**config.mk**
```make
export PLATFORM = sky130hd
export DESIGN_NAME = pattern_rom
export DESIGN_NICKNAME = d
export VERILOG_FILES = /design/src/verilog/dcache_test_pkg.sv /design/src/verilog/pattern_rom.sv
export VERILOG_INCLUDE_DIRS = /design/src /design/src/verilog
export SDC_FILE = /design/constraint.sdc
export NUM_CORES = 1
export LEC_CHECK = 0
export BUFFER_PORTS_ARGS = -buffer_cell sky130_fd_sc_hd__buf_2
export CORE_MARGIN = 2
export CORE_UTILIZATION = 35
export CTS_CLUSTER_DIAMETER = 60
export CTS_CLUSTER_SIZE = 28
export DETAILED_ROUTE_END_ITERATION = 16
export PLACE_DENSITY = 0.86
export SLEW_MARGIN = 20
export SYNTH_ARGS = -nofsm -noshare
export SYNTH_HDL_FRONTEND = slang
export SYNTH_SLANG_ARGS = --single-unit
export TNS_END_PERCENT = 5
```
**constraint.sdc**
```tcl
create_clock -name clk -period 0.9 [get_ports clk]
set_input_delay 0.09 -clock clk [delete_from_list [all_inputs] [get_ports clk]]
set_output_delay 0.09 -clock clk [all_outputs]
set_load 0.05 [all_outputs]
```
**src/verilog/dcache_test_params.svh**
```systemverilog
`ifndef DCACHE_TEST_PARAMS_SVH
`define DCACHE_TEST_PARAMS_SVH

//////////////////////////////
// Soak tester sizing
//////////////////////////////

// Number of tester lanes sharing the memory port
`define DT_LANES 4

// Pattern words per lane, also the addresses walked per pass
`define DT_ROM_DEPTH 16

//////////////////////////////
// Timing knobs
//////////////////////////////

// Idle cycles after a ready before the lane reloads the ROM
`define DT_GAP_CYCLES 1

// Cycles from an accepted request to the ready pulse
// Model needs at least 2 here
`define DT_MEM_LATENCY 3

`endif

```
**src/verilog/dcache_test_pkg.sv**
```systemverilog
package dcache_test_pkg;

	//////////////////////////////
	// Tester lane and pass fields
	//////////////////////////////

	// Lane number, one per tester instance
	typedef logic [1:0] lane_t;

	// Pattern index, also the word offset inside a bank
	typedef logic [3:0] rom_index_t;

	// Bank picked by the pass number, wraps after four passes
	typedef logic [1:0] bank_t;

	//////////////////////////////
	// Memory port fields
	//////////////////////////////

	// Word address, laid out as {lane, bank, index}
	// Each lane owns a quarter of the memory
	typedef logic [7:0] mem_addr_t;

	// Data word on both the write and the read path
	typedef logic [31:0] data_t;

	//////////////////////////////
	// Status
	//////////////////////////////

	// Pass counter wraps, fail counter sticks at all ones
	typedef logic [7:0] count_t;

endpackage

```
**src/verilog/pattern_rom.sv**
```systemverilog
`include "dcache_test_params.svh"

module pattern_rom
(
	input  logic clk,
	input  dcache_test_pkg::rom_index_t rom_index [`DT_LANES],
	output dcache_test_pkg::data_t rom_data [`DT_LANES]
);

	// Lane pattern table, constant after elaboration
	dcache_test_pkg::data_t pat_table [`DT_LANES][`DT_ROM_DEPTH];

	//////////////////////////////
	// Pattern rule
	//////////////////////////////

	// Base word stepped by 0x0101 per index
	// Lane number lands in the top two bits
	function automatic dcache_test_pkg::data_t pattern_word(input int lane, input int idx);
		dcache_test_pkg::data_t base;
		dcache_test_pkg::data_t lane_bits;
		base = 32'hA5C3_0000 + (32'(idx) * 32'h0000_0101);
		lane_bits = {2'(lane), 30'd0};
		return base ^ lane_bits;
	endfunction

	// Fill the table from the rule
	always_comb
	begin
		for (int l = 0; l < `DT_LANES; l++)
		begin
			for (int i = 0; i < `DT_ROM_DEPTH; i++)
			begin
				pat_table[l][i] = pattern_word(l, i);
			end
		end
	end

	//////////////////////////////
	// Read ports
	//////////////////////////////

	// One registered read per lane, one cycle index to data
	always_ff @(posedge clk)
	begin
		for (int l = 0; l < `DT_LANES; l++)
		begin
			rom_data[l] <= pat_table[l][rom_index[l]];
		end
	end

endmodule
```
==> impl_results.md, run 1 <==
- Port Buffers: 48
- Top cell type's share of synthesized area: between 70% and 80%
- First DRT Iteration DRCs: 11
- # Max-Cap Violations: 0
- Top flop regs: rom_data: 16 flops
- Ports: around 150
- Min-Delay Startpoint: rom_index[9]
- CP max stage delay: 0.38 ns
- Pins Over Slew Limit: 0
- Area Growth Syn to Fin: 20.6%
- WL/cell: between 10 and 15 um
- Compound-Gate Fraction of Synth Area: 0%
- Setup ws final: -0.0229 ns
- Clock power frac: 17.8%
- Finished Cell Area: around 1400 um2
- H-tree depth: 1
- Cells after Synth: 130
- Crit path from: rom_data[33]
- Largest Register: rom_data
- Cell variety after synth: 3
- XOR/XNOR Fraction of Synth Area: 0%
- Routability cong.: about 0.66
- Post-synth top area cell: buf_4
- Top area cells in the synthesized netlist: buf_4, dfxtp_1, conb_1
- Routed WL: about 2.5 mm
- Yosys reg bits: 16
- Nets: 198
- P_leak: 0.796 nW
- Setup CP Type: flop to output pin
- Reg power frac: 29.4%
- # diodes: 0
- Initial antenna violation count: 0
- RSZ-0062 raised after global routing: yes
- # fillers: 275
- Internal power: 0.00121 W
- Post-route ant nets: 0
- Proportion of synthesized area in mux cells: 0%
- Final worst path period need: between 0.9 and 1 ns
- CP Launch Type: flop
- Die X: 61.8 um
- Buf+Inv Stages, Crit Path: 1
- Synthesized cell area: 1170 um2
- DPL Wire Length: between 1 and 1.5 mm
- Final critical-path share of the clock period: 103%
- Initial core utilization: between 30% and 40%
- 1st-pass router iterations: 4
- Synth warn: 0
- Met3 track demand over resource: 4.14%
- Net Sw Frac: 54.9%
- DP Worst Slack: 0.211 ns
- CP Capture Type: output pin
- Die ar.: 3820 um2
- Failing checks: setup timing
- Global route overflow: 0
- Simple-gate share of the synthesized area: 0%
- Crit Path Max Fanout: 2
- Multi-input combinational cell area: approximately 360 um2
- Status: complete, but fails checks
- Switch Pwr: 0.00148 W
- Global-route wire length before repair: approximately 2.4 mm
- Clk slew on worst S/H paths: approximately 0.090 ns
- Combinational Power Share: 52.8%
- Largest net degree at the start of global routing: 10
- Share of layout cells above drive strength 1: a little under two fifths
- Post-CTS setup repair buffer count: 0
- Hold path depth: 2
- Drt drc: 0
- Register area: 345 um2
- Root buf cell: clkbuf_4
- CP required: 0.81 ns
- Placed Instance Area: 977 um2
- Setup-failing EPs final: 21
- Die Span Y: 61.8 um
- Fin Setup TNS: -0.209 ns
- Max FFs per register: 16
- Max Freq: 1.08 GHz
- Synth Area in Adders: 0%
- Tot Pwr: 0.00269 W
- Delay-heaviest family, CP: flip-flops
- Grt met2 use: 17.1%
- CTS Buf Count: 3
- Crit-path slowest cell: dfxtp_2
- Core ar.: 3100 um2
- Stages on worst setup path: 1
- Number of global-route vias before repair: 502
- M1 GR Usage: 7.17%
- Mean Syn Cell Area: 8.99 um2
- CTS tree: built
- Number of cell rows: 20
- Worst-path cell chain: buf_6
- Register area share after synthesis: a little over a quarter
- Largest family of logic cells by synthesized area: buffers and inverters
- Peak supply drop: 1.07 mV
- Vias: 684
- Gr busiest metal: met2
- Power Dens Cells: around 1900 nW/um2
- Final Hold Viols: 0
- Via density: ~3.1
- Sink Count: 16
- Clock buffer depth: 2
- Hold WC Path Type: primary input to flop
- CP Data Arrival Time: 0.83 ns
- GRT Overall Usage: a little under a tenth
-- routing by layer --
layer,vias to the layer above,wire [um]
met5,-,0
met4,0,94
met3,10,383
met2,85,1360
met1,310,639
li1,279,-
-- layout make-up --
| class | instances | share of cell area (%) |
|---|---|---|
| multi-input cells | 96 | 25.6 |
| well taps | 44 | 3.91 |
| flip-flops and latches | 16 | 24.5 |
| repair buffers | 64 | 43.4 |
| clock buffers | 4 | 2.58 |
-- power by group through the flow --
stage / logic [W] / clock network, W / registers, W
5_1_grt: 0.00147 / 0.000515 / 0.000796
3_5_place_dp: 0.00124 / 0 / 0.000778
3_3_place_gp: 0.00124 / 0 / 0.000778
4_1_cts: 0.00133 / 0.000466 / 0.000767
2_1_floorplan: 0.00138 / 0 / 0.000915
6_report: 0.00142 / 0.000481 / 0.000792
-- timing repair --
item                                    CTS  global route
resized for setup                        28            60
hold endpoints to repair                 16             0
hold buffers                             16             0
endpoints found under the setup margin   32            32
-- cells in the final DEF (no fill, tap or decap) --
cell and n:
buf_8 5, clkbuf_4 3, dlygate4sd3_1 16, dfxtp_4 2, buf_2 16, buf_6 25, conb_1 96, dfxtp_2 14
clkbuf_8 1, buf_4 2
-- per-stage QoR --
stage          hold slack [ns]  utilization, %  instances
6_report                 0.436            45.4        224
3_3_place_gp             0.192            31.5        204
2_1_floorplan            0.118               -        224
5_1_grt                  0.438            45.4        224
3_5_place_dp             0.194            31.5        204
4_1_cts                  0.430            40.1        224
-- synth_stat cells --
cell type	count
buf_4	112
conb_1	2
dfxtp_1	16
-- kinds of logic (layout without fill, tap and decap cells) --
logic type             count (synthesis)  count (layout)
buffers and inverters                112              68
other                                  2              96
DFF                                   16              16
-- path summary, 6_finish.rpt --
kind | slack, ns | to
min | 0.44 | rom_data[73]
max | -0.02 | rom_data[33]
Note: power is estimated with default switching activity, not from simulation.
==> inputs of run 2 (changes only) <==
- CORE_UTILIZATION: 35 -> 36
- CTS_BUF_LIST: not set -> sky130_fd_sc_hd__clkbuf_4
- PLACE_DENSITY: 0.86 -> 0.88
==> run 2 against run 1 <==
  * The run still ends with setup timing left
  * Largest power group unchanged
  * Critical path depth unchanged
  * Wire length down 2.1%
  * Sequential cell count unchanged
  * Utilization up 0.69 points
  * Non-clock buffer count unchanged
  * Maximum frequency up 1.1%
  * Count of clock-buffer cells in the layout down 1
  * Worst hold slack better by 0.0071 ns
  * Die area down 2.6%
  * Via count down 3.8%
  * Sequential share of layout area up 0.18 points
  * Highest routed layer unchanged
==> impl_results.md, run 2 (synthesis gave the netlist of run 1 again) <==
- Status: complete, but fails checks (unchanged)
- Failing checks: setup timing (unchanged)
- Hold WC Path Type: primary input to flop (unchanged)
- Internal power: 0.00113 W (was 0.00121 W)
- Post-CTS setup repair buffer count: 0 (unchanged)
- Port Buffers: 48 (unchanged)
- Combinational Power Share: 55.0% (was 52.8%)
- Final Hold Viols: 0 (unchanged)
- RSZ-0062 raised after global routing: yes (unchanged)
- Sink Count: 16 (unchanged)
- Placed Instance Area: 977 um2 (unchanged)
- Clock power frac: 14.4% (was 17.8%)
- CP Data Arrival Time: 0.82 ns (was 0.83 ns)
- Buf+Inv Stages, Crit Path: 1 (unchanged)
- Max FFs per register: 16 (unchanged)
- CTS tree: built (unchanged)
- Share of layout cells above drive strength 1: 37.2% (was 37.8%)
- # diodes: 0 (unchanged)
- Switch Pwr: 0.00146 W (was 0.00148 W)
- # Max-Cap Violations: 0 (unchanged)
- Die X: 61.0 um (was 61.8 um)
- CP max stage delay: 0.39 ns (was 0.38 ns)
- Core ar.: 3080 um2 (was 3100 um2)
- CP Launch Type: flop (unchanged)
- Global route overflow: 0 (unchanged)
- Setup ws final: -0.0127 ns (was -0.0229 ns)
- Root buf cell: clkbuf_4 (unchanged)
- Max Freq: 1.10 GHz (was 1.08 GHz)
- Global-route wire length before repair: 2.66 mm (was 2.40 mm)
- Ports: 145 (unchanged)
- Largest net degree at the start of global routing: 10 (unchanged)
- CP Capture Type: output pin (unchanged)
- Net Sw Frac: 56.3% (was 54.9%)
- GRT Overall Usage: 10.3% (was 9.22%)
- Routability cong.: 0.686 (was 0.664)
- Initial antenna violation count: 0 (unchanged)
- Final critical-path share of the clock period: 101% (was 103%)
- CTS Buf Count: 3 (unchanged)
- WHS: 0.443 ns (was 0.436 ns)
- Finished Cell Area: 1420 um2 (was 1410 um2)
- Largest Register: rom_data (unchanged)
- Fin Setup TNS: -0.0324 ns (was -0.209 ns)
- Peak supply drop: 0.960 mV (was 1.07 mV)
- Power Dens Cells: 1830 nW/um2 (was 1910 nW/um2)
- CP required: 0.81 ns (about the same)
- Vias: 658 (was 684)
- Initial core utilization: 38.0% (was 37.7%)
- Nets: 198 (unchanged)
- Top flop regs: rom_data: 16 flops (unchanged)
- Area Growth Syn to Fin: 21.4% (was 20.6%)
- Clk slew on worst S/H paths: 0.09 ns (about the same)
- Reg power frac: 30.6% (was 29.4%)
- Delay-heaviest family, CP: flip-flops (unchanged)
- Setup CP Type: flop to output pin (unchanged)
- Crit Path Max Fanout: 2 (unchanged)
- Setup-failing EPs final: 6 (was 21)
- 1st-pass router iterations: 1 (was 4)
- DP Worst Slack: 0.212 ns (was 0.211 ns)
- WL/cell: 10.8 um (was 11.0 um)
- DPL Wire Length: 1.29 mm (was 1.25 mm)
- Clock buffer depth: 2 (unchanged)
- H-tree depth: 1 (unchanged)
- Pins Over Slew Limit: 0 (unchanged)
- Die Span Y: 61.0 um (was 61.8 um)
- P_leak: 0.796 nW (about the same)
- Via density: 2.94 (was 3.05)
- Number of cell rows: 20 (unchanged)
- Commonest non-fill, non-tap cell in the layout: conb_1 (unchanged)
- Post-route ant nets: 0 (unchanged)
- Die ar.: 3720 um2 (was 3820 um2)
- Tot Pwr: 0.00259 W (was 0.00269 W)
- Most frequent cells in the layout: conb_1, buf_6, dlygate4sd3_1, buf_2, dfxtp_2 (unchanged)
- Number of global-route vias before repair: 524 (was 502)
- Routed WL: 2.42 mm (was 2.47 mm)
- First DRT Iteration DRCs: 0 (was 11)
- Drt drc: 0 (unchanged)
- Crit-path slowest cell: dfxtp_4 (was dfxtp_2)
- Worst-path cell chain: buf_8 (was buf_6)
- Final worst path period need: 0.913 ns (was 0.923 ns)
==> run 2: changes by cell type in the layout (fill, tap and decap cells not counted), sizes merged <==
cell | before | now
clkbuf | 4 | 3
clkinv | 0 | 1
==> run 2: layout make-up <==
| cell class | instances | area, um2 |
|---|---|---|
| repair buffers | 64 | 627 |
| clock inverters | 1 | 3.75 |
| fillers | 286 | 1660 |
| flip-flops and latches | 16 | 350 |
| clock buffers | 3 | 22.5 |
| well taps | 44 | 55.1 |
| multi-input cells | 96 | 360 |
==> run 2: worst paths after layout <==
path,cells after the start,endpoint,from
worst min-delay path,2,rom_data[74],rom_index[10]
worst max-delay path,1,rom_data[73],rom_data[73]
==> run 2: what timing repair did <==
action,CTS,global route
setup endpoints to repair,32,32
resized for setup,43,47
endpoints found under the hold margin,16,0
hold buffers,16,0
==> run 2: metrics by stage <==
step	cells	utilization (%)
global placement	204	31.7
finish	224	46.1
detailed placement	204	31.7
CTS	224	41.5
floorplan	224	-
global route	224	46.1
==> run 2: layer usage <==
layer,track usage [%],wire length [um]
met1,8.17,606
met2,18.1,1300
met3,6.18,423
met4,8.07,86
met5,0,0
==> run 2: power by group through the flow <==
stage / Combinational (W) / Clock [W] / Sequential [W]
floorplan: 0.00138 / 0 / 0.000915
global placement: 0.00124 / 0 / 0.000780
detailed placement: 0.00124 / 0 / 0.000781
CTS: 0.00135 / 0.000382 / 0.000774
global route: 0.00147 / 0.000422 / 0.000795
finish: 0.00143 / 0.000374 / 0.000792
