[config.mk]
export PLATFORM = sky130hd
export DESIGN_NAME = mem_tester
export DESIGN_NICKNAME = d
export VERILOG_FILES = /design/src/verilog/dcache_test_pkg.sv /design/src/verilog/mem_tester.sv
export VERILOG_INCLUDE_DIRS = /design/src /design/src/verilog
export SDC_FILE = /design/constraint.sdc
export NUM_CORES = 1
export LEC_CHECK = 0
export BUFFER_PORTS_ARGS = -buffer_cell sky130_fd_sc_hd__buf_4
export CORE_MARGIN = 10
export CORE_UTILIZATION = 30
export DETAILED_ROUTE_END_ITERATION = 6
export SLEW_MARGIN = 20
export SYNTH_ARGS = -nofsm -noshare
export SYNTH_HDL_FRONTEND = slang
export SYNTH_SLANG_ARGS = --single-unit
[constraint.sdc]
create_clock -name clk -period 5.3 [get_ports clk]
set_input_delay 0.795 -clock clk [delete_from_list [all_inputs] [get_ports clk]]
set_output_delay 0.795 -clock clk [all_outputs]
set_load 0.05 [all_outputs]
[src/verilog/dcache_test_params.svh]
`ifndef DCACHE_TEST_PARAMS_SVH
`define DCACHE_TEST_PARAMS_SVH

//////////////////////////////
// Soak tester sizing
//////////////////////////////

// Number of tester lanes sharing the memory port
`define DT_LANES 4

// Pattern words per lane, also the addresses walked per pass
`define DT_ROM_DEPTH 16

//////////////////////////////
// Timing knobs
//////////////////////////////

// Idle cycles after a ready before the lane reloads the ROM
`define DT_GAP_CYCLES 1

// Cycles from an accepted request to the ready pulse
// Model needs at least 2 here
`define DT_MEM_LATENCY 3

`endif

[src/verilog/dcache_test_pkg.sv]
package dcache_test_pkg;

	//////////////////////////////
	// Tester lane and pass fields
	//////////////////////////////

	// Lane number, one per tester instance
	typedef logic [1:0] lane_t;

	// Pattern index, also the word offset inside a bank
	typedef logic [3:0] rom_index_t;

	// Bank picked by the pass number, wraps after four passes
	typedef logic [1:0] bank_t;

	//////////////////////////////
	// Memory port fields
	//////////////////////////////

	// Word address, laid out as {lane, bank, index}
	// Each lane owns a quarter of the memory
	typedef logic [7:0] mem_addr_t;

	// Data word on both the write and the read path
	typedef logic [31:0] data_t;

	//////////////////////////////
	// Status
	//////////////////////////////

	// Pass counter wraps, fail counter sticks at all ones
	typedef logic [7:0] count_t;

endpackage

[src/verilog/mem_tester.sv]
`include "dcache_test_params.svh"

module mem_tester #(
	parameter int LANE = 0
)
(
	input  logic clk,
	input  logic rst,
	output dcache_test_pkg::rom_index_t rom_index,
	input  dcache_test_pkg::data_t rom_data,
	input  logic inject,
	output logic req_valid,
	output logic req_write,
	output logic req_flush,
	output dcache_test_pkg::mem_addr_t req_addr,
	output dcache_test_pkg::data_t req_wdata,
	input  logic ready,
	input  dcache_test_pkg::data_t rd_data,
	output dcache_test_pkg::count_t pass_count,
	output dcache_test_pkg::count_t fail_count
);

	// Sequencer states, GAP is shared by every kind of request
	typedef enum logic [2:0] {
		ST_WAIT_ROM,
		ST_WRITE,
		ST_READ,
		ST_FLUSH,
		ST_GAP
	} state_t;

	// Request to issue once the ROM wait is over
	typedef enum logic [1:0] {
		OP_WRITE,
		OP_READ,
		OP_FLUSH
	} op_t;

	localparam logic [7:0] GAP_LAST = 8'(`DT_GAP_CYCLES - 1);
	localparam dcache_test_pkg::rom_index_t LAST_INDEX =
		dcache_test_pkg::rom_index_t'(`DT_ROM_DEPTH - 1);

	state_t state;
	op_t next_op;
	dcache_test_pkg::rom_index_t index;
	dcache_test_pkg::bank_t bank;
	logic [7:0] gap_cnt;
	logic inject_armed;
	logic corrupt_now;
	logic mismatch;

	// Clean pattern for the compare, and the word actually sent
	dcache_test_pkg::data_t pattern;
	dcache_test_pkg::data_t wdata_q;

	//////////////////////////////
	// Request outputs
	//////////////////////////////

	assign rom_index = index;
	assign req_valid = (state == ST_WRITE) || (state == ST_READ) || (state == ST_FLUSH);
	assign req_write = (state == ST_WRITE);
	assign req_flush = (state == ST_FLUSH);
	// Lane picks its quarter, bank steps per pass
	assign req_addr  = {dcache_test_pkg::lane_t'(LANE), bank, index};
	assign req_wdata = wdata_q;

	// Armed fault hits only the next write
	assign corrupt_now = (state == ST_WAIT_ROM) && (next_op == OP_WRITE) && inject_armed;
	assign mismatch    = (rd_data != pattern);

	//////////////////////////////
	// Sequencer
	//////////////////////////////

	always_ff @(posedge clk)
	begin
		if (rst)
		begin
			state   <= ST_WAIT_ROM;
			next_op <= OP_WRITE;
			index   <= '0;
			bank    <= '0;
			gap_cnt <= '0;
		end
		else
		begin
			case (state)
				// ROM data for the current index is stable here
				ST_WAIT_ROM:
				begin
					case (next_op)
						OP_WRITE: state <= ST_WRITE;
						OP_READ:  state <= ST_READ;
						default:  state <= ST_FLUSH;
					endcase
				end
				// Valid held until ready, then read the same word back
				ST_WRITE:
				begin
					if (ready)
					begin
						next_op <= OP_READ;
						gap_cnt <= '0;
						state   <= ST_GAP;
					end
				end
				ST_READ:
				begin
					if (ready)
					begin
						// End of the block, flush before the next pass
						if (index == LAST_INDEX)
						begin
							next_op <= OP_FLUSH;
						end
						else
						begin
							next_op <= OP_WRITE;
							index   <= index + 1'b1;
						end
						gap_cnt <= '0;
						state   <= ST_GAP;
					end
				end
				// Flush ack closes the pass
				ST_FLUSH:
				begin
					if (ready)
					begin
						next_op <= OP_WRITE;
						index   <= '0;
						bank    <= bank + 1'b1;
						gap_cnt <= '0;
						state   <= ST_GAP;
					end
				end
				ST_GAP:
				begin
					if (gap_cnt == GAP_LAST)
					begin
						state <= ST_WAIT_ROM;
					end
					else
					begin
						gap_cnt <= gap_cnt + 1'b1;
					end
				end
				default:
				begin
					state <= ST_WAIT_ROM;
				end
			endcase
		end
	end

	// Fault one-shot, a new pulse wins over the clear
	always_ff @(posedge clk)
	begin
		if (rst)
		begin
			inject_armed <= 1'b0;
		end
		else
		begin
			if (corrupt_now)
			begin
				inject_armed <= 1'b0;
			end
			if (inject)
			begin
				inject_armed <= 1'b1;
			end
		end
	end

	// Latch the word at the end of the ROM wait
	always_ff @(posedge clk)
	begin
		if (state == ST_WAIT_ROM)
		begin
			pattern <= rom_data;
			wdata_q <= corrupt_now ? (rom_data ^ 32'h0000_0001) : rom_data;
		end
	end

	//////////////////////////////
	// Counters
	//////////////////////////////

	always_ff @(posedge clk)
	begin
		if (rst)
		begin
			pass_count <= '0;
			fail_count <= '0;
		end
		else
		begin
			if ((state == ST_FLUSH) && ready)
			begin
				pass_count <= pass_count + 1'b1;
			end
			// Saturate so a stuck lane stays visible
			if ((state == ST_READ) && ready && mismatch && (fail_count != '1))
			begin
				fail_count <= fail_count + 1'b1;
			end
		end
	end

endmodule

==> impl_metrics.py, run 1 <==
metrics = {
    "outcome": {
        "outcome": "finished clean",
    },
    "setup_path": {
        "reg2reg_depth": 6,
        "worstSetupEndpointType": "output port",
        "worst_path_max_stage_delay_ps": 690,
        "criticalPathCategory": "reg -> out",
        "timing.critical_path.cells": "nor2_1 > nor2_1 > buf_4",
        "path_depth": 3,
        "crit_path_max_fanout": 15,
        "critical_path_arrival_ps": 1640,
        "crit_required_ps": 4510,
        "critPathLaunchType": "register",
        "timing.critical_path.buf_inv": 1,
        "timing.critical_path.max_delay_family": "flip-flops",
        "timing.critical_path.slowest_stage_cell": "sky130_fd_sc_hd__dfxtp_1",
        "critical-path-top-cell-by-count": "sky130_fd_sc_hd__nor2_1",
    },
    "clock_tree": {
        "clk_transition_reported_paths_ps": 60,
        "tritoncts.num_buffers": 9,
        "clockBufferDepth": 2,
        "post_cts.repair.setup_buffers": 0,
        "ctsResizeCount": 0,
        "clock-sinks": 69,
        "clk_latency_ps": 320,
        "hold_buffers": 0,
        "tritoncts": "done",
        "cts.htree.levels": 3,
        "clk_root_buffer_cell": "sky130_fd_sc_hd__clkbuf_16",
    },
    "yosys": {
        "yosys.cell_types.count": 48,
        "mappedNetlistArea_um2": 3390,
        "yosysWarningCount": 0,
        "synth-compound-area-share_pct": 5.28,
        "post-synth-top-area-cell": "sky130_fd_sc_hd__edfxtp_1",
        "ys_dominant_reg_cell": "sky130_fd_sc_hd__dfxtp_1",
        "synthTopCellsByArea": "sky130_fd_sc_hd__edfxtp_1 (29%), sky130_fd_sc_hd__dfxtp_1 (21%), sky130_fd_sc_hd__xor2_1 (11%)",
        "synth_top_family_by_area": "simple AND/OR/NAND/NOR gates",
        "synth_top_area_share_pct": 29.2,
        "synthSimpleGateAreaFrac_pct": 17.6,
        "ys_seq_elements": 69,
        "synth-edff-count": 33,
        "post_syn_area_per_cell_um2": 10.8,
        "synth_xor_area_share_pct": 12.4,
        "ys_top_cells_by_count": "sky130_fd_sc_hd__xor2_1 (43), sky130_fd_sc_hd__buf_4 (37), sky130_fd_sc_hd__dfxtp_1 (36), sky130_fd_sc_hd__nor2_1 (34), sky130_fd_sc_hd__edfxtp_1 (33)",
        "synth_adder_area_share_pct": 1.85,
        "synth_mux_area_share_pct": 1.92,
        "netlist_instances": 315,
        "yosysMostFrequentCell": "sky130_fd_sc_hd__xor2_1",
        "synth.yosys.seq_area_share_pct": 50.5,
        "asyncSetResetFlopFracSynth_pct": 0,
    },
    "global_route": {
        "maximum_number_of_pins_on_one_net_before_global_route_repair": 37,
        "grt_antenna_before_repair": 0,
        "groute.layer.met3.usage_pct": 4.74,
        "gr-usage-met1_pct": 12.5,
        "busiest_layer": "met2",
        "grt_use_total_pct": 10.2,
        "grt_first_pass_wirelength_um": 13500,
        "grt_util_met2_pct": 15.9,
        "grt.overflow.total": 0,
        "grt_pass1_vias": 2609,
    },
    "power": {
        "sw_frac_of_total_pct": 31.0,
        "comb_power_share_pct": 22.5,
        "power_per_standard_cell_area_nw_per_um2": 354,
        "leakage_nw": 1.92,
        "clock_power_share_pct": 36.3,
        "seq_power_share_pct": 41.3,
        "internal_power_mw": 1.10,
        "vdd_ir_drop_max_mv": 0.159,
        "power.switching_mw": 0.494,
    },
    "floorplan": {
        "initial_core_util_pct": 31.0,
        "fp.coreArea_um2": 10900,
        "die_height_um": 126,
        "die_area_um2": 15900,
        "io_pins": 131,
        "die_x_um": 126,
        "core.rowCount": 38,
    },
    "routing": {
        "drt-initial-drc-count": 143,
        "average_wire_length_per_cell_after_detail_routing_um": 15.2,
        "dr_total_vias": 2536,
        "drt_wl_total_um": 8460,
        "drt_pre_antenna_iters": 4,
        "antenna_left": 0,
        "detail_route.drc_violations": 0,
        "via_per_inst": 4.57,
    },
    "finish": {
        "final_layout_size_suffix_gt1_share_pct": 38.8,
        "num-nets-final": 483,
        "filler_cell_count": 1054,
        "flow.area_growth_from_synthesis_pct": 32.9,
        "final_area_um2": 4500,
        "num_antenna_cells": 0,
    },
    "sta": {
        "rsz_0062_raised_after_global_routing": "false",
        "hold_viol": 0,
        "maxSlewHeadroom_pct": 60.5,
        "timing_max_transition_violations_final": 0,
        "finalSetupViolCount": 0,
        "min_period_ps": 2430,
        "fin_crit_sh_pct": 45.8,
        "achievable-frequency_mhz": 412,
        "worstMarginPinSlew_ps": 591,
        "fin_tns_setup_ps": 0,
        "skew_ps": 5.32,
    },
    "placed_design": {
        "detailedPlacementHpwl_um": 6640,
        "routabilityCongestion": 0.846,
        "placement.cell_area_um2": 4210,
        "portBuffers": 128,
    },
    "min_path": {
        "min_delay_path_depth": 1,
        "holdCritPathClass": "reg -> reg",
    },
    "job": {
        "max_cap_violations": 0,
    },
}
stage by stage:
step | hold slack (ps) | total power, mW | std cells | worst slack, ps | utilization [%]
after global placement | 463 | 1.03 | 539 | 2760 | 38.5
final | 503 | 1.59 | 555 | 2870 | 41.2
after global routing | 546 | 1.66 | 555 | 2780 | 41.2
after floorplan | 451 | 0.948 | 316 | 1710 | -
after detailed placement | 494 | 1.03 | 539 | 2770 | 38.5
after CTS | 509 | 1.62 | 555 | 2900 | 41.2
sequential cells by signal, indices dropped and copies added (netlist names):
register / count
bank: 2
fail_count: 8
gap_cnt: 8
inject_armed: 1
next_op: 2
pass_count: 8
pattern: 32
req_wdata: 1
rom_index: 4
state: 3
layer usage:
layer | part of all wire (%) | routed length, um
met5 | 0 | 0
met1 | 45 | 3830
met4 | 0.63 | 53
met2 | 44 | 3760
met3 | 9.7 | 818
power groups by stage:
stage | sequential, mW | clock, mW | combinational, mW
floorplan | 0.666 | 0 | 0.282
global placement | 0.668 | 0 | 0.361
detailed placement | 0.669 | 0 | 0.363
CTS | 0.658 | 0.601 | 0.364
global route | 0.664 | 0.621 | 0.380
finish | 0.658 | 0.578 | 0.358
layout make-up:
| class | instances | area, um2 | share of cell area [%] |
|---|---|---|---|
| clock buffers | 9 | 225 | 5.00 |
| clock inverters | 7 | 66.3 | 1.47 |
| inverters | 6 | 22.5 | 0.500 |
| multi-input cells | 195 | 1340 | 29.6 |
| flip-flops and latches | 69 | 1710 | 38.0 |
| well taps | 140 | 175 | 3.89 |
| repair buffers | 129 | 968 | 21.5 |
cell families (layout without fill, tap and decap cells):
family	after synthesis	in the layout
AO/OA/AOI/OAI	27	27
multiplexers	6	6
flip-flops	69	69
other	1	2
AND/OR/NAND/NOR	107	107
buffers and inverters	52	151
XOR/XNOR	48	48
adder cells (fa/ha/maj)	5	5
placed cells by master (no fill, tap or decap), drive strengths merged, types with 5 or more instances in the layout:
cell / count
a21oi: 13
and3: 8
buf: 129
clkbuf: 9
clkinv: 6
dfxtp: 36
edfxtp: 33
ha: 5
inv: 6
nand2: 5
nand3: 12
nand4: 5
nor2: 36
nor2b: 5
nor3: 12
nor4: 9
xnor2: 5
xor2: 43
path summary, 6_finish.rpt:
check / from / to / slack [ps]
max reg2reg: pattern[15] / fail_count[0] / 3290
min reg2reg: fail_count[6] / fail_count[6] / 500
max: state[0] / req_valid / 2870
min: fail_count[6] / fail_count[6] / 500
No activity file was read; power rests on OpenSTA's default activity.
==> inputs of run 2 (changes only) <==
clock period = 2.2 ns   (was 5.3 ns; I/O delays follow)
==> impl_metrics.py, run 2 (synthesis gave the netlist of run 1 again) <==
metrics = {
    "finish": {
        "num_antenna_cells": 0,
        "utilization_pct": 41.4,
        "final_layout_size_suffix_gt1_share_pct": 39.0,
        "max_flop_register": "pattern",
        "largest_register_ff_count": 32,
        "num-nets-final": 486,
        "layout_commonest_cell": "sky130_fd_sc_hd__buf_4",
        "flow.area_growth_from_synthesis_pct": 33.6,
        "most-common-layout-cells": "sky130_fd_sc_hd__buf_4 (131), sky130_fd_sc_hd__xor2_1 (43), sky130_fd_sc_hd__dfxtp_1 (36)",
    },
    "routing": {
        "antenna_left": 0,
        "dr_total_vias": 2529,
        "drt_pre_antenna_iters": 4,
        "drt_wl_total_um": 8540,
        "average_wire_length_per_cell_after_detail_routing_um": 15.3,
        "via_per_inst": 4.53,
        "drt-initial-drc-count": 158,
        "detail_route.drc_violations": 0,
    },
    "global_route": {
        "maximum_number_of_pins_on_one_net_before_global_route_repair": 37,
        "grt_pass1_vias": 2593,
        "grt_antenna_before_repair": 0,
        "grt.overflow.total": 0,
        "grt_use_total_pct": 10.5,
        "grt_first_pass_wirelength_um": 13500,
    },
    "setup_path": {
        "timing.critical_path.max_delay_family": "simple AND/OR/NAND/NOR gates",
        "worstSetupEndpointType": "register",
        "criticalPathCategory": "reg -> reg",
        "timing.critical_path.buf_inv": 0,
        "worst_path_max_stage_delay_ps": 410,
        "timing.critical_path.slowest_stage_cell": "sky130_fd_sc_hd__nor4_1",
        "critPathLaunchType": "register",
        "worstSetupStartpoint": "pattern[15]",
        "critical_path_arrival_ps": 2220,
        "crit_required_ps": 2410,
        "crit_path_max_fanout": 10,
        "timing.critical_path.cells": "xor2_1 > nor4_1 > nand4_1 > nor2_4 > nor2_1 > mux2_2",
        "origin_of_the_critical_flop_to_flop_path": "pattern[15]",
    },
    "sta": {
        "hold_viol": 0,
        "fin_hold_ws_ps": 178,
        "finalSetupViolCount": 0,
        "skew_ps": 5.76,
        "fin_crit_sh_pct": 91.2,
        "achievable-frequency_mhz": 498,
        "fin_tns_setup_ps": 0,
        "min_period_ps": 2010,
        "timing_max_transition_violations_final": 0,
        "finalWorstSetupSlack_ps": 193,
        "rsz_0062_raised_after_global_routing": "false",
    },
    "floorplan": {
        "fp.coreArea_um2": 10900,
        "die_x_um": 126,
        "core.rowCount": 38,
        "die_area_um2": 15900,
        "die_height_um": 126,
        "initial_core_util_pct": 31.0,
        "io_pins": 131,
    },
    "clock_tree": {
        "ctsResizeCount": 0,
        "tritoncts": "done",
        "clk_latency_ps": 330,
        "tritoncts.num_buffers": 9,
        "cts.htree.levels": 3,
        "clock-sinks": 69,
        "clk_transition_reported_paths_ps": 50,
        "clk_root_buffer_cell": "sky130_fd_sc_hd__clkbuf_16",
        "clockBufferDepth": 2,
        "hold_buffers": 0,
        "post_cts.repair.setup_buffers": 0,
    },
    "power": {
        "leakage_nw": 1.93,
        "power_per_standard_cell_area_nw_per_um2": 830,
        "vdd_ir_drop_max_mv": 0.389,
    },
    "placed_design": {
        "portBuffers": 128,
        "preCtsSetupSlack_ps": 141,
        "detailedPlacementHpwl_um": 6810,
        "routabilityCongestion": 0.807,
    },
    "min_path": {
        "worstHoldStart": "rom_data[10]",
        "holdCritPathClass": "in -> reg",
    },
    "outcome": {
        "outcome": "finished clean",
    },
    "job": {
        "max_cap_violations": 0,
    },
}
## run 2: routing by layer
| metal | global-route usage, % | vias up | share of wire (%) | wire length [um] |
|---|---|---|---|---|
| met5 | 0 | - | 0 | 0 |
| li1 | - | 1256 | - | - |
| met3 | 4.74 | 17 | 9.6 | 824 |
| met4 | 5.09 | 0 | 2.6 | 222 |
| met1 | 12.4 | 1148 | 43 | 3660 |
| met2 | 15.8 | 108 | 45 | 3840 |
## run 2: report_power, final
part	switching (mW)	internal (mW)	total, mW	leakage [nW]
Clock	0.504	0.776	1.28	0.131
Combinational	0.594	0.311	0.905	1.18
Sequential	0.0793	1.49	1.57	0.620
Total	1.18	2.58	3.76	1.93
## run 2: area by class of cell
type,instances,area [um2]
tap,140,175
clock buffer,10,239
multi-input combinational,195,1350
fill,1091,6410
inverter,6,22.5
sequential,69,1710
timing repair buffer,132,1000
clock inverter,6,28.8
## run 2: worst paths after layout
| path | slack [ps] | end | depth (start not counted) |
|---|---|---|---|
| max | 190 | fail_count[0] | 6 |
| min | 180 | pattern[10] | 1 |
| max reg2reg | 190 | fail_count[0] | 6 |
| min reg2reg | 480 | inject_armed | 2 |
## run 2: metrics by stage
step                      cells  instance area [um2]  total power, mW
after floorplan             316                 3410             2.29
after global placement      542                 4260             2.51
after detailed placement    542                 4260             2.52
after CTS                   558                 4530             3.82
after global routing        558                 4530             3.94
final                       558                 4530             3.76
==> inputs of run 3 (changes only) <==
CORE_UTILIZATION = 41   (was 30)
PLACE_DENSITY = 0.72   (was unset)
==> impl_metrics.py, run 3 (synthesis gave the netlist of run 1 again) <==
metrics = {
    "setup_path": {
        "critPathLaunchType": "register",
        "criticalPathCategory": "reg -> reg",
        "origin_of_the_critical_flop_to_flop_path": "pattern[23]",
        "critical_path_arrival_ps": 2190,
        "crit_path_max_fanout": 10,
        "worst-r2r-setup-slack_ps": 230,
        "crit-reg2reg-capture": "fail_count[0]",
        "worstSetupEndpointType": "register",
        "crit_required_ps": 2420,
        "worst_path_max_stage_delay_ps": 410,
        "reg2reg_depth": 6,
        "timing.critical_path.slowest_stage_cell": "sky130_fd_sc_hd__edfxtp_1",
        "timing.critical_path.cells": "xor2_1 > nor4_1 > nand4_1 > nor2_4 > nor2_1 > mux2_2",
    },
    "global_route": {
        "grt_use_total_pct": 12.5,
        "maximum_number_of_pins_on_one_net_before_global_route_repair": 37,
        "grt_antenna_before_repair": 0,
        "grt_pass1_vias": 2508,
        "grt_first_pass_wirelength_um": 12600,
        "grt.overflow.total": 0,
    },
    "floorplan": {
        "die_height_um": 111,
        "die_x_um": 111,
        "core.rowCount": 33,
        "initial_core_util_pct": 41.7,
        "io_pins": 131,
        "die_area_um2": 12300,
        "fp.coreArea_um2": 8130,
    },
    "sta": {
        "min_period_ps": 1970,
        "rsz_0062_raised_after_global_routing": "false",
        "achievable-frequency_mhz": 507,
        "fin_tns_setup_ps": 0,
        "finalSetupViolCount": 0,
        "worstMarginPinSlew_ps": 501,
        "maxSlewHeadroom_pct": 66.6,
        "timing_max_transition_violations_final": 0,
        "hold_viol": 0,
        "fin_crit_sh_pct": 89.7,
        "fin_hold_ws_ps": 163,
        "skew_ps": 9.89,
    },
    "min_path": {
        "holdPathEnd": "pattern[26]",
        "worstHoldStart": "rom_data[26]",
        "holdCritPathClass": "in -> reg",
        "min_delay_path_depth": 1,
    },
    "placed_design": {
        "detailedPlacementHpwl_um": 6470,
        "placement.cell_area_um2": 4200,
        "portBuffers": 128,
        "routabilityCongestion": 0.923,
    },
    "finish": {
        "flow.area_growth_from_synthesis_pct": 29.7,
        "utilization_pct": 54.0,
        "layout_commonest_cell": "sky130_fd_sc_hd__buf_4",
        "num-nets-final": 484,
        "num_antenna_cells": 0,
        "most-common-layout-cells": "sky130_fd_sc_hd__buf_4 (129), sky130_fd_sc_hd__xor2_1 (43), sky130_fd_sc_hd__dfxtp_1 (36)",
        "filler_cell_count": 709,
        "final_layout_size_suffix_gt1_share_pct": 39.2,
        "largest_register_ff_count": 32,
        "final_area_um2": 4390,
        "max_flop_register": "pattern",
    },
    "routing": {
        "via_per_inst": 4.80,
        "drt-initial-drc-count": 153,
        "drt_wl_total_um": 8190,
        "dr_total_vias": 2499,
        "average_wire_length_per_cell_after_detail_routing_um": 15.7,
        "detail_route.drc_violations": 0,
        "drt_pre_antenna_iters": 4,
        "antenna_left": 0,
    },
    "power": {
        "total_power_after_layout_mw": 3.46,
        "leakage_nw": 1.88,
        "power_per_standard_cell_area_nw_per_um2": 788,
        "vdd_ir_drop_max_mv": 0.392,
    },
    "job": {
        "max_cap_violations": 0,
    },
    "clock_tree": {
        "clk_root_buffer_cell": "sky130_fd_sc_hd__clkbuf_8",
        "hold_buffers": 0,
        "tritoncts": "done",
        "clk_transition_reported_paths_ps": 80,
        "clockBufferDepth": 2,
        "ctsResizeCount": 0,
        "cts.htree.levels": 3,
        "clk_latency_ps": 340,
        "clock-sinks": 69,
        "post_cts.repair.setup_buffers": 0,
        "tritoncts.num_buffers": 9,
    },
    "outcome": {
        "outcome": "finished clean",
    },
}
## run 3: cell types whose count changed in the layout (fill, tap and decap cells not counted), sizes merged
cell / delta
buf: -2
bufinv: +1
clkinv: -4
clkinvlp: +3
## run 3: worst max-delay path: cells and delay by family (launching register included)
family	cells	cell delay (ps)
xor+xnor	1	180
flops	1	410
mux	1	280
simple gates	4	970
## run 3: worst max-delay path by stage
stage | from | end | cells after the start
floorplan | state[1] | req_wdata[0] | 4
global placement | rd_data[23] | fail_count[0] | 7
detailed placement | rd_data[23] | fail_count[0] | 7
CTS | pattern[23] | fail_count[0] | 6
global route | pattern[14] | fail_count[0] | 6
finish | pattern[23] | fail_count[0] | 6
## run 3: cell type report
class	instances	area [um2]	share of cell area [%]
flip-flops and latches	69	1710	39.0
multi-input cells	195	1350	30.6
inverters	6	22.5	0.513
repair buffers	130	988	22.5
clock buffers	10	128	2.91
clock inverters	6	65.1	1.48
well taps	105	131	2.99
## run 3: metal layers
| metal | vias to the layer above | GRT usage [%] | wire length, um |
|---|---|---|---|
| met5 | - | 0 | 0 |
| met4 | 0 | 4.43 | 59 |
| met3 | 5 | 4.82 | 707 |
| met2 | 98 | 19.5 | 3690 |
| met1 | 1151 | 15.2 | 3730 |
| li1 | 1245 | - | - |
## run 3: report_power, final
part	internal, mW	total (mW)	switching [mW]
logic	0.307	0.899	0.592
registers	1.49	1.57	0.0801
clock network	0.521	0.993	0.471
total	2.32	3.46	1.14
## run 3: per-stage QoR
stage	worst slack (ps)	cells
after CTS	218	521
after detailed placement	235	505
after floorplan	244	316
after global routing	49.1	521
after global placement	162	505
final	227	521
